===== src/sifhPkg.sv =====
package sifhPkg;

    // top-level sequence, one state per phase of the two-pass run
    typedef enum logic [2:0] {
        idle,   // waiting for start
        clear1, // zero all bins before frame one
        build1, // count frame one, no filter
        peak1,  // coarse peak scan
        window, // clamp window around coarse peak
        clear2, // zero all bins before frame two
        build2, // count frame two inside window
        peak2   // refined peak scan
    } ctrlState;

    // command to the histogram builder, sampled together with go
    typedef enum logic {
        opClear, // write zero to every bin
        opAccum  // take frameLen timestamps and count them
    } builderOp;

endpackage


===== src/sramIf.sv =====
`timescale 1ns/100ps

interface sramIf #(
    parameter int binAddrW = 6,
    parameter int countW = 16
);
    logic [binAddrW-1:0] rdAddr;
    logic rdEn;
    logic [countW-1:0] rdData; // registered, one cycle after rdEn
    logic [binAddrW-1:0] wrAddr;
    logic wrEn;
    logic [countW-1:0] wrData;

    modport builder (
        output rdAddr, rdEn, wrAddr, wrEn, wrData,
        input rdData
    );

    modport mem (
        input rdAddr, rdEn, wrAddr, wrEn, wrData,
        output rdData
    );
endinterface

===== src/histBuilder.sv =====
`timescale 1ns/100ps

module histBuilder #(
    parameter int binAddrW = 6,
    parameter int countW = 16,
    parameter int tsW = 10,
    parameter int frameLen = 200
) (
    input logic clk,
    input logic res,
    input logic go,
    input sifhPkg::builderOp op,
    input logic filterEn,
    input logic [binAddrW-1:0] thLow,
    input logic [binAddrW-1:0] thHigh,
    input logic [tsW-1:0] ts,
    input logic tsValid,
    output logic tsReady,
    output logic done,
    sramIf.builder mem
);
    localparam int cntW = $clog2(frameLen + 1);
    localparam logic [binAddrW-1:0] lastBin = '1;

    logic busy;
    sifhPkg::builderOp mode;
    logic clearing;
    logic accumulating;
    logic [binAddrW-1:0] clrAddr;
    logic [cntW-1:0] taken; // transfers accepted this pass
    logic [binAddrW-1:0] tsBin;
    logic inWindow;
    logic accept;
    logic keep;
    logic s1Valid; // stage one read in flight
    logic [binAddrW-1:0] s1Bin;
    logic fwdValid; // a bin was written last cycle
    logic [binAddrW-1:0] fwdBin;
    logic [countW-1:0] fwdVal;
    logic [countW-1:0] baseVal;
    logic [countW-1:0] incVal;

    assign clearing = busy && mode == sifhPkg::opClear;
    assign accumulating = busy && mode == sifhPkg::opAccum;
    assign tsReady = accumulating && taken != cntW'(frameLen);
    assign tsBin = ts[tsW-1 -: binAddrW]; // upper bits select the bin
    assign inWindow = tsBin >= thLow && tsBin <= thHigh;
    assign accept = tsValid && tsReady;
    assign keep = accept && (!filterEn || inWindow); // dropped ones still count toward frameLen

    // stage one, read the current count
    assign mem.rdEn = keep;
    assign mem.rdAddr = tsBin;

    // stage two, the SRAM read missed last cycle's write to the same bin
    assign baseVal = (fwdValid && fwdBin == s1Bin) ? fwdVal : mem.rdData;
    assign incVal = baseVal + countW'(1);
    assign mem.wrEn = clearing || s1Valid;
    assign mem.wrAddr = clearing ? clrAddr : s1Bin;
    assign mem.wrData = clearing ? '0 : incVal;

    always_ff @(posedge clk or negedge res) begin
        if (!res) begin
            busy <= 1'b0;
            mode <= sifhPkg::opClear;
            clrAddr <= '0;
            taken <= '0;
            s1Valid <= 1'b0;
            fwdValid <= 1'b0;
            done <= 1'b0;
        end else begin
            done <= 1'b0;
            s1Valid <= keep;
            fwdValid <= s1Valid;
            if (go) begin
                busy <= 1'b1;
                mode <= op;
                clrAddr <= '0;
                taken <= '0;
            end else if (clearing) begin
                clrAddr <= clrAddr + 1'b1;
                if (clrAddr == lastBin) begin
                    busy <= 1'b0;
                    done <= 1'b1;
                end
            end else if (accumulating) begin
                if (accept) begin
                    taken <= taken + 1'b1;
                end
                // last accepted one is written at this edge
                if (taken == cntW'(frameLen)) begin
                    busy <= 1'b0;
                    done <= 1'b1;
                end
            end
        end
    end

    always_ff @(posedge clk) begin
        s1Bin <= tsBin;
        fwdBin <= s1Bin;
        fwdVal <= incVal;
    end

endmodule


===== src/histSram.sv =====
`timescale 1ns/100ps

module histSram #(
    parameter int binAddrW = 6,
    parameter int countW = 16
) (
    input logic clk,
    sramIf.mem mem,
    input logic scanSel,
    input logic [binAddrW-1:0] scanAddr,
    input logic scanEn,
    output logic [countW-1:0] scanData
);
    localparam int depth = 2 ** binAddrW;

    logic [countW-1:0] ram [depth];
    logic [countW-1:0] rdReg;
    logic [binAddrW-1:0] rdAddrSel;
    logic rdEnSel;

    // scanner owns the read port during the peak phases
    assign rdAddrSel = scanSel ? scanAddr : mem.rdAddr;
    assign rdEnSel = scanSel ? scanEn : mem.rdEn;

    always_ff @(posedge clk) begin
        if (mem.wrEn) begin
            ram[mem.wrAddr] <= mem.wrData;
        end
        if (rdEnSel) begin
            rdReg <= ram[rdAddrSel]; // old data on same-address write
        end
    end

    assign mem.rdData = rdReg;
    assign scanData = rdReg;

endmodule


===== src/peakFinder.sv =====
`timescale 1ns/100ps

module peakFinder #(
    parameter int binAddrW = 6,
    parameter int countW = 16
) (
    input logic clk,
    input logic res,
    input logic go,
    output logic [binAddrW-1:0] scanAddr,
    output logic scanEn,
    input logic [countW-1:0] scanData,
    output logic done,
    output logic [binAddrW-1:0] bestBin,
    output logic [countW-1:0] bestCount
);
    localparam logic [binAddrW-1:0] lastBin = '1;

    logic busy;
    logic rdValid; // scanData holds a bin this cycle
    logic [binAddrW-1:0] rdBin;

    assign scanEn = busy;

    always_ff @(posedge clk or negedge res) begin
        if (!res) begin
            busy <= 1'b0;
            scanAddr <= '0;
            rdValid <= 1'b0;
            rdBin <= '0;
            done <= 1'b0;
            bestBin <= '0;
            bestCount <= '0;
        end else begin
            rdValid <= busy;
            rdBin <= scanAddr;
            done <= rdValid && rdBin == lastBin; // two cycles after last address
            if (go) begin
                busy <= 1'b1;
                scanAddr <= '0;
                bestBin <= '0;
                bestCount <= '0;
            end else begin
                if (busy) begin
                    scanAddr <= scanAddr + 1'b1;
                    if (scanAddr == lastBin) begin
                        busy <= 1'b0;
                    end
                end
                // strict compare, ties keep the lower bin
                if (rdValid && scanData > bestCount) begin
                    bestBin <= rdBin;
                    bestCount <= scanData;
                end
            end
        end
    end

endmodule


===== src/sifhControl.sv =====
`timescale 1ns/100ps

module sifhControl #(
    parameter int binAddrW = 6,
    parameter int countW = 16,
    parameter int winHalf = 4
) (
    input logic clk,
    input logic res,
    input logic start,
    output logic builderGo,
    output sifhPkg::builderOp builderOp,
    output logic filterEn,
    output logic [binAddrW-1:0] thLow,
    output logic [binAddrW-1:0] thHigh,
    input logic builderDone,
    output logic scanGo,
    output logic scanSel,
    input logic scanDone,
    input logic [binAddrW-1:0] scanBin,
    input logic [countW-1:0] scanCount,
    output logic done,
    output logic [binAddrW-1:0] coarseBin,
    output logic [binAddrW-1:0] peakBin,
    output logic [countW-1:0] peakCount
);
    localparam logic [binAddrW-1:0] lastBin = '1;

    sifhPkg::ctrlState state;
    logic [binAddrW-1:0] coarsePeak; // first-pass peak, shown at done
    logic [31:0] hiSum;
    logic [binAddrW-1:0] winLow;
    logic [binAddrW-1:0] winHigh;

    assign scanSel = state == sifhPkg::peak1 || state == sifhPkg::peak2;

    // window edges clamped to the bin range
    assign hiSum = 32'(coarsePeak) + 32'(winHalf);
    assign winLow = (32'(coarsePeak) < 32'(winHalf)) ? '0 : coarsePeak - binAddrW'(winHalf);
    assign winHigh = (hiSum > 32'(lastBin)) ? lastBin : hiSum[binAddrW-1:0];

    always_ff @(posedge clk or negedge res) begin
        if (!res) begin
            state <= sifhPkg::idle;
            builderGo <= 1'b0;
            builderOp <= sifhPkg::opClear;
            filterEn <= 1'b0;
            thLow <= '0;
            thHigh <= '0;
            scanGo <= 1'b0;
            done <= 1'b0;
            coarsePeak <= '0;
            coarseBin <= '0;
            peakBin <= '0;
            peakCount <= '0;
        end else begin
            builderGo <= 1'b0;
            scanGo <= 1'b0;
            done <= 1'b0;
            case (state)
                sifhPkg::idle: begin
                    if (start) begin // start ignored elsewhere
                        state <= sifhPkg::clear1;
                        builderGo <= 1'b1;
                        builderOp <= sifhPkg::opClear;
                        filterEn <= 1'b0;
                    end
                end
                sifhPkg::clear1: begin
                    if (builderDone) begin
                        state <= sifhPkg::build1;
                        builderGo <= 1'b1;
                        builderOp <= sifhPkg::opAccum;
                    end
                end
                sifhPkg::build1: begin
                    if (builderDone) begin
                        state <= sifhPkg::peak1;
                        scanGo <= 1'b1;
                    end
                end
                sifhPkg::peak1: begin
                    if (scanDone) begin
                        coarsePeak <= scanBin;
                        state <= sifhPkg::window;
                    end
                end
                sifhPkg::window: begin
                    thLow <= winLow;
                    thHigh <= winHigh;
                    state <= sifhPkg::clear2;
                    builderGo <= 1'b1;
                    builderOp <= sifhPkg::opClear;
                end
                sifhPkg::clear2: begin
                    if (builderDone) begin
                        state <= sifhPkg::build2;
                        builderGo <= 1'b1;
                        builderOp <= sifhPkg::opAccum;
                        filterEn <= 1'b1; // second frame only counts inside window
                    end
                end
                sifhPkg::build2: begin
                    if (builderDone) begin
                        state <= sifhPkg::peak2;
                        scanGo <= 1'b1;
                    end
                end
                sifhPkg::peak2: begin
                    if (scanDone) begin
                        coarseBin <= coarsePeak;
                        peakBin <= scanBin;
                        peakCount <= scanCount;
                        done <= 1'b1;
                        state <= sifhPkg::idle;
                    end
                end
                default: state <= sifhPkg::idle;
            endcase
        end
    end

endmodule


===== src/sifhTop.sv =====
`timescale 1ns/100ps

// counts cannot overflow as long as frameLen stays below 2**countW
module sifhTop #(
    parameter int binAddrW = 6,
    parameter int countW = 16,
    parameter int tsW = 10,
    parameter int frameLen = 200,
    parameter int winHalf = 4
) (
    input logic clk,
    input logic res,
    input logic start,
    input logic [tsW-1:0] ts,
    input logic tsValid,
    output logic tsReady,
    output logic done,
    output logic [binAddrW-1:0] coarseBin,
    output logic [binAddrW-1:0] peakBin,
    output logic [countW-1:0] peakCount
);
    logic builderGo;
    sifhPkg::builderOp builderOp;
    logic filterEn;
    logic [binAddrW-1:0] thLow;
    logic [binAddrW-1:0] thHigh;
    logic builderDone;
    logic scanGo;
    logic scanSel;
    logic scanDone;
    logic [binAddrW-1:0] scanBin;
    logic [countW-1:0] scanCount;
    logic [binAddrW-1:0] scanAddr;
    logic scanEn;
    logic [countW-1:0] scanData;

    sramIf #(.binAddrW(binAddrW), .countW(countW)) sramBus ();

    histSram #(.binAddrW(binAddrW), .countW(countW)) i_histSram (
        .clk(clk), .mem(sramBus.mem), .scanSel(scanSel),
        .scanAddr(scanAddr), .scanEn(scanEn), .scanData(scanData)
    );

    histBuilder #(
        .binAddrW(binAddrW), .countW(countW), .tsW(tsW), .frameLen(frameLen)
    ) i_histBuilder (
        .clk(clk), .res(res), .go(builderGo), .op(builderOp),
        .filterEn(filterEn), .thLow(thLow), .thHigh(thHigh),
        .ts(ts), .tsValid(tsValid), .tsReady(tsReady),
        .done(builderDone), .mem(sramBus.builder)
    );

    peakFinder #(.binAddrW(binAddrW), .countW(countW)) i_peakFinder (
        .clk(clk), .res(res), .go(scanGo), .scanAddr(scanAddr), .scanEn(scanEn),
        .scanData(scanData), .done(scanDone), .bestBin(scanBin), .bestCount(scanCount)
    );

    sifhControl #(
        .binAddrW(binAddrW), .countW(countW), .winHalf(winHalf)
    ) i_sifhControl (
        .clk(clk), .res(res), .start(start),
        .builderGo(builderGo), .builderOp(builderOp), .filterEn(filterEn),
        .thLow(thLow), .thHigh(thHigh), .builderDone(builderDone),
        .scanGo(scanGo), .scanSel(scanSel), .scanDone(scanDone),
        .scanBin(scanBin), .scanCount(scanCount), .done(done),
        .coarseBin(coarseBin), .peakBin(peakBin), .peakCount(peakCount)
    );

endmodule


===== config.mk =====
export PLATFORM = sky130hd
export DESIGN_NAME = sifhTop
export DESIGN_NICKNAME = d
export VERILOG_FILES = /design/src/sifhPkg.sv /design/src/sramIf.sv /design/src/histBuilder.sv /design/src/histSram.sv /design/src/peakFinder.sv /design/src/sifhControl.sv /design/src/sifhTop.sv
export SDC_FILE = /design/constraint.sdc
export NUM_CORES = 2
export LEC_CHECK = 0
export BUFFER_PORTS_ARGS = -buffer_cell sky130_fd_sc_hd__buf_2
export CORE_MARGIN = 5
export CORE_UTILIZATION = 35
export CTS_BUF_LIST = sky130_fd_sc_hd__clkbuf_4 sky130_fd_sc_hd__clkbuf_8 sky130_fd_sc_hd__clkbuf_16
export DETAILED_ROUTE_END_ITERATION = 12
export HOLD_SLACK_MARGIN = 0.06
export MAX_ROUTING_LAYER = met4
export PLACE_DENSITY = 0.56
export SLEW_MARGIN = 5
export SYNTH_ARGS = -nofsm -noshare
export SYNTH_HDL_FRONTEND = slang
export SYNTH_HIERARCHICAL = 1
export SYNTH_SLANG_ARGS = --single-unit

===== constraint.sdc =====
create_clock -name clk -period 5.9 [get_ports clk]
set_input_delay 0.59 -clock clk [delete_from_list [all_inputs] [get_ports clk]]
set_output_delay 0.59 -clock clk [all_outputs]
set_load 0.01 [all_outputs]

Word-level counts from Yosys, hierarchy flattened:

Memories as Yosys holds them, arrays and structs flattened. A register that Yosys moved wholly into a read port is not among the register bits.
Cells that the tools add are included.

* logic and storage cells: 149
* bits in latches: 0
* bits in read-only memories: 0
* output and inout bits: 30
* RAM bits: 1024
* memories: 1
* bits in registers: 138

Memory list
* i_histSram.ram: depth 64, width 16, rd ports 1, clocked after Yosys merged registers in 1, write ports 1, line histSram.sv:16 `logic [countW-1:0] ram [depth];`

* divide/modulo/power cells: 0
* shift operators: 0
* multiply operators: 0
* $lt $le $gt $ge: 5
* $add $sub $neg: 6
* multiplexer cells: 52
* reduce and logical (&&, ||, !) cells: 32
* equality and inequality tests: 23
* bitwise operators: 1

Operators with widths (number)
* $mux W16: 4
* $mux W6: 10
* $gt A32 B6 Y1 const B: 1
* $mux W8: 4
* $pmux W3 S8: 1
* $mux W1: 23
* $mux W3: 7
* $eq A6 B6 Y1 const B: 3
* $add A16 B1 Y16 const B: 1
* $gt A16 B16 Y1: 1
* $ne A2 B2 Y1 const B: 7
* $add A6 B1 Y6 const B: 2
* $eq A3 B3 Y1 const B: 4
* $reduce_and A3 Y1: 4
* $reduce_bool A2 Y1: 6
* $logic_and A1 B1 Y1: 9
* $reduce_bool A3 Y1: 3
* $add A8 B1 Y8 const B: 1
* $eq A8 B8 Y1 const B: 1
* $ne A8 B8 Y1 const B: 1
* $add A6 B3 Y7 const B: 1
* $reduce_and A7 Y1: 1
* $eq A3 B2 Y1 const B: 2
* $eq A6 B6 Y1: 1
* other kinds (15): 21

Logic depth before layout (Yosys ltp):

* word-level depth: 7
* gate-level depth with buffers: 14
* mapped depth without buffers: 11

By module:

The synthesis kept the hierarchy.

By module, submodules not included
* histSram: area each 48532.8 µm², cells each 3932, sequential area each 31230.0 µm², instances 1
* histBuilder: area each 2667.6 µm², cells each 293, sequential area each 1036.0 µm², instances 1
* sifhControl: area each 2249.7 µm², cells each 179, sequential area each 1351.3 µm², instances 1
* peakFinder: area each 2039.5 µm², cells each 178, sequential area each 925.9 µm², instances 1

Worst setup path before layout:

OpenSTA, ideal clock, no wires.

* path kind: flip-flop to flip-flop
* start: reg i_histBuilder.s1Bin[0]
* end: mem i_histSram.ram[0][14], data pin
* cell stages (with the launch flop): 15
* path buffers: 3
* path slack: 0.388 ns
* data arrival time: 4.964 ns
* clock period less this slack: 5.512 ns
* data required time: 5.352 ns
* path through: dfxtp_1 -> xor2_1 -> or3_1 -> buf_6 -> nor2_2 -> buf_2 -> buf_2 -> mux2_2 -> ha_1 -> nand3_1 -> a21oi_1 -> a41oi_1 -> a2111oi_4 -> a31o_2 -> a21oi_1

* longest elaborated chain between the ends: 5

RTL lines
* start, declared: line histBuilder.sv:36 `logic [binAddrW-1:0] s1Bin;`
* start signal, assigned: line histBuilder.sv:100 `s1Bin <= tsBin;`
* $eq A6 B6 Y1: line histBuilder.sv:56 `assign baseVal = (fwdValid && fwdBin == s1Bin) ? fwdVal : mem.rdData;`
* $logic_and A1 B1 Y1: line histBuilder.sv:56
* $mux W16: line histBuilder.sv:56
* $add A16 B1 Y16: line histBuilder.sv:57 `assign incVal = baseVal + countW'(1);`
* $mux W16: line histBuilder.sv:60 `assign mem.wrData = clearing ? '0 : incVal;`
* net sramBus.wrData[14]: line sramIf.sv:12 `logic [countW-1:0] wrData;`
* end, declared: line histSram.sv:16

The timed path passes the listed nets, and every way through them passes these cells.

Worst setup path in the final report:

* start: reg i_histBuilder.s1Bin[0]
* end: mem i_histSram.ram[58][12], data pin

The elaborated chain is that of the path after synthesis.

==> summary.txt <==
Route
  – Drt wl/cell: 24.4 um
  – 1st-iter DRT viols: 3,905
  – Post-route DRC: 0
  – ANT nets after route: 0
  – Router iterations before antenna repair: 6
  – Total number of vias: 38.2k
  – Final wirelength: 165,000 um
  – DR vias/cell: 5.65

Setup path
  – CP bufs+invs: 1
  – Critical path class: flip-flop to flip-flop
  – Cells along the critical path: xor2_1 > or3_1 > nor2_2 > mux2_2 > ha_1 > nand3_1 > a21oi_1 > a41oi_1 > a2111oi_4 > a21o_1 > a21oi_4 > buf_4
  – Crit-path slowest cell: a21oi_4
  – Worst setup SP type: flip-flop
  – CP Data Arrival Time: 5.01 ns
  – Worst Path Required: 6.45 ns
  – Crit Path Max Fanout: 27
  – CP max stage delay: 0.70 ns
  – Crit. End Element: flip-flop
  – Delay-heaviest family, CP: compound AO/OA/AOI/OAI gates

Floorplanning
  – Core region area: 0.158 mm^2
  – Die Wd: 408 um
  – Initial Utilization: 35.1%
  – Num rows: 146
  – Die ar.: 0.167 mm^2
  – Height of the die: 408 um
  – # IOs: 44

Clock tree
  – Root Driver: clkbuf_16
  – Clock Path Buffers: 3
  – CTS tree: done
  – H-Tree Depth: 4
  – CTS buffer count: 136
  – Clk sinks: 1,178
  – Clock latency on the worst-skew pair: 0.76 ns
  – Clock-pin slew on the worst setup and hold paths: 0.06 ns

Logic synthesis
  – Number of synthesized register bits: 1,178
  – Library cells used by synthesis: 79
  – Post-Syn Area: 0.0555 mm^2
  – Syn_nets: 4,636
  – Synth warnings: 6
  – Sequential cell area fraction in the yosys report: 62.3%
  – Ys async rst share: 9.34%
  – Post-synth top flop: edfxtp_1
  – Syn avg cell area: 12.1 um^2
  – Cells after Synth: 4,582
  – Post-synth EDFFs: 1,040

STA
  – Post-layout min period: 4.46 ns
  – Worst Tran Pin Value: 1.28 ns
  – Fin. Hold Viols: 0
  – Clk_skew: 0.0317 ns
  – Fin. max-slew vios: 0
  – Setup TNS: 0 ns
  – Worst slew margin: 14.7%
  – RSZ-0062 raised after global routing: no
  – Fin crit share: 75.6%
  – # setup viols final: 0
  – Max Freq: 224 MHz
  – Hold WS: 0.106 ns

Final layout
  – Layout area overhead: 12.9%
  – Most common cell after layout, fill and taps aside: edfxtp_1
  – Antenna diodes: 0
  – Nets: 4,641
  – Layout cells sized above 1: 13.5%
  – Finished layout cell area: 0.0626 mm^2
  – Commonest cells after routing, fill and taps aside: edfxtp_1 (1,040), nand2b_1 (773), a22oi_1 (350)

Global routing
  – Vias in the first global route: 36.7k
  – First-pass GRT wire length: 243,000 um
  – GRT Util Overall: 19.7%
  – GRT overflow: 0
  – Initial antenna violation count: 3
  – Largest net degree at the start of global routing: 171

Pwr
  – Logic pwr share: 4.4%
  – Switching Share: 21.5%
  – Switching power: 0.00390 W
  – Cell internal pwr: 0.0143 W
  – PwrDens: 290 mW/mm^2
  – Leak Pwr: 21.9 nW
  – Flop pwr share: 49.3%
  – Maximum vdd drop: 301 uV
  – Clock power share: 46.2%

Placement
  – Cell Area, Placed: 0.0582 mm^2
  – Placer congestion estimate: 0.832
  – Port bufs: 39
  – HPWL after DPL: 94,400 um

Run status
  – Result of the run: finished, final reports clean

Run
  – Max-Cap Viols: 0

Worst hold path
  – Hold Path Class: input pin to flip-flop
[cell families after synthesis]
| kind of cell | count (synthesis) | share of synthesized area, % |
|---|---|---|
| buffers and inverters | 542 | 4.53 |
| XOR/XNOR | 30 | 0.487 |
| AND/OR/NAND/NOR | 1341 | 13.7 |
| adder cells (fa/ha/maj) | 40 | 0.902 |
| AO/OA/AOI/OAI | 1396 | 17.1 |
| multiplexers | 55 | 1.09 |
| flip-flops | 1178 | 62.3 |
[cell usage after synthesis, types with 4 or more instances]
cell type  instances  area, um^2
a21oi_1          215        1080
a221oi_1          31         272
a22oi_1          350        2630
a22oi_2          101        1260
and2_1            17         106
and3_1             6        37.5
buf_1              9        33.8
buf_2             75         375
buf_4             27         203
buf_6             37         417
clkbuf_1         192         721
dfrtp_1          110        2750
dfxtp_1           28         561
edfxtp_1        1040       31200
ha_1              40         500
inv_1            199         747
mux2_2            36         405
mux2i_1           17         170
nand2_1          193         724
nand2b_1         773        4840
nand3_1           18        90.1
nand3b_1           6        45.0
nand4_1           50         313
nor2_1           107         402
nor2b_1           12        75.1
nor3_1            80         400
nor4_1            51         319
o211ai_1           5        37.5
o21a_1             4        30.0
o21ai_0          334        1670
o21ai_1           79         395
o22ai_1          190        1190
o31ai_1           35         263
o32ai_2           19         309
or3_1              8        50.1
xnor2_1           14         123
xor2_1            15         131
[area by class of cell]
type	count	area [um^2]
clock buffer	183	3920
tap	2072	2590
clock inverter	63	534
fill	14700	95400
inverter	199	747
timing repair buffer	210	1720
sequential	1178	34500
multi-input combinational	2862	18600
[flip-flops by register name, indices dropped and copies added (netlist names), 3 cells and up]
name	cells
i_sifhControl/thLow	6
i_sifhControl/thHigh	6
i_peakFinder/bestBin	6
i_peakFinder/bestCount	16
i_histBuilder/fwdVal	16
i_histSram/mem.rdData	16
i_histBuilder/clrAddr	6
i_histSram/ram	1024
i_histBuilder/taken	8
i_sifhControl/coarsePeak	6
i_peakFinder/scanAddr	6
i_peakFinder/rdBin	6
i_sifhControl/peakCount	16
i_histBuilder/s1Bin	6
i_sifhControl/peakBin	6
i_sifhControl/state	3
i_sifhControl/coarseBin	6
i_histBuilder/fwdBin	6
[power by group through the flow]
stage,Combinational (W),Clock [W],Sequential (W)
3_5_place_dp,0.000801,0,0.00913
2_1_floorplan,0.000532,0,0.00913
3_3_place_gp,0.000792,0,0.00913
6_report,0.000805,0.00839,0.00896
5_1_grt,0.000872,0.00889,0.00895
4_1_cts,0.000805,0.00857,0.00896
[metrics by stage]
stage	setup slack (ns)	utilization [%]	power, W	cells
final	1.44	39.6	0.0182	6767
after global routing	1.21	39.6	0.0187	6767
after CTS	1.45	39.6	0.0183	6767
after detailed placement	1.50	36.8	0.00993	6519
after global placement	1.62	36.8	0.00992	6519
after floorplan	0.388	-	0.00966	4582
[final timing paths]
kind	start	end	slack [ns]	cells after the start
setup / recovery	i_histBuilder/s1Bin[0]$_DFF_P_	i_histSram/ram[58][12]$_DFFE_PP_	1.44	12
min in group asynchronous	res	i_sifhControl/thHigh[1]$_DFFE_PN0N_	0.40	2
hold reg to reg	i_histBuilder/s1Bin[1]$_DFF_P_	i_histBuilder/fwdBin[1]$_DFF_P_	0.38	0
setup reg to reg	i_histBuilder/s1Bin[0]$_DFF_P_	i_histSram/ram[58][12]$_DFFE_PP_	1.44	12
hold / removal	ts[9]	i_histBuilder/s1Bin[5]$_DFF_P_	0.11	1
max in group asynchronous	res	i_sifhControl/thHigh[3]$_DFFE_PN0N_	4.23	3
[metal layers]
| layer | up-vias | GRT usage [%] | wire, um |
|---|---|---|---|
| met4 | 0 | 6.32 | 4960 |
| li1 | 17200 | - | - |
| met1 | 19500 | 26.6 | 72000 |
| met5 | - | - | 0 |
| met2 | 1279 | 30.8 | 76900 |
| met3 | 262 | 2.96 | 11000 |
[repair_timing]
item	4_1_cts	5_1_grt
setup buffers	0	0
hold endpoints to repair	45	0
resized for setup	0	0
hold buffers	2	0
Power figures use the tool's default switching activity.
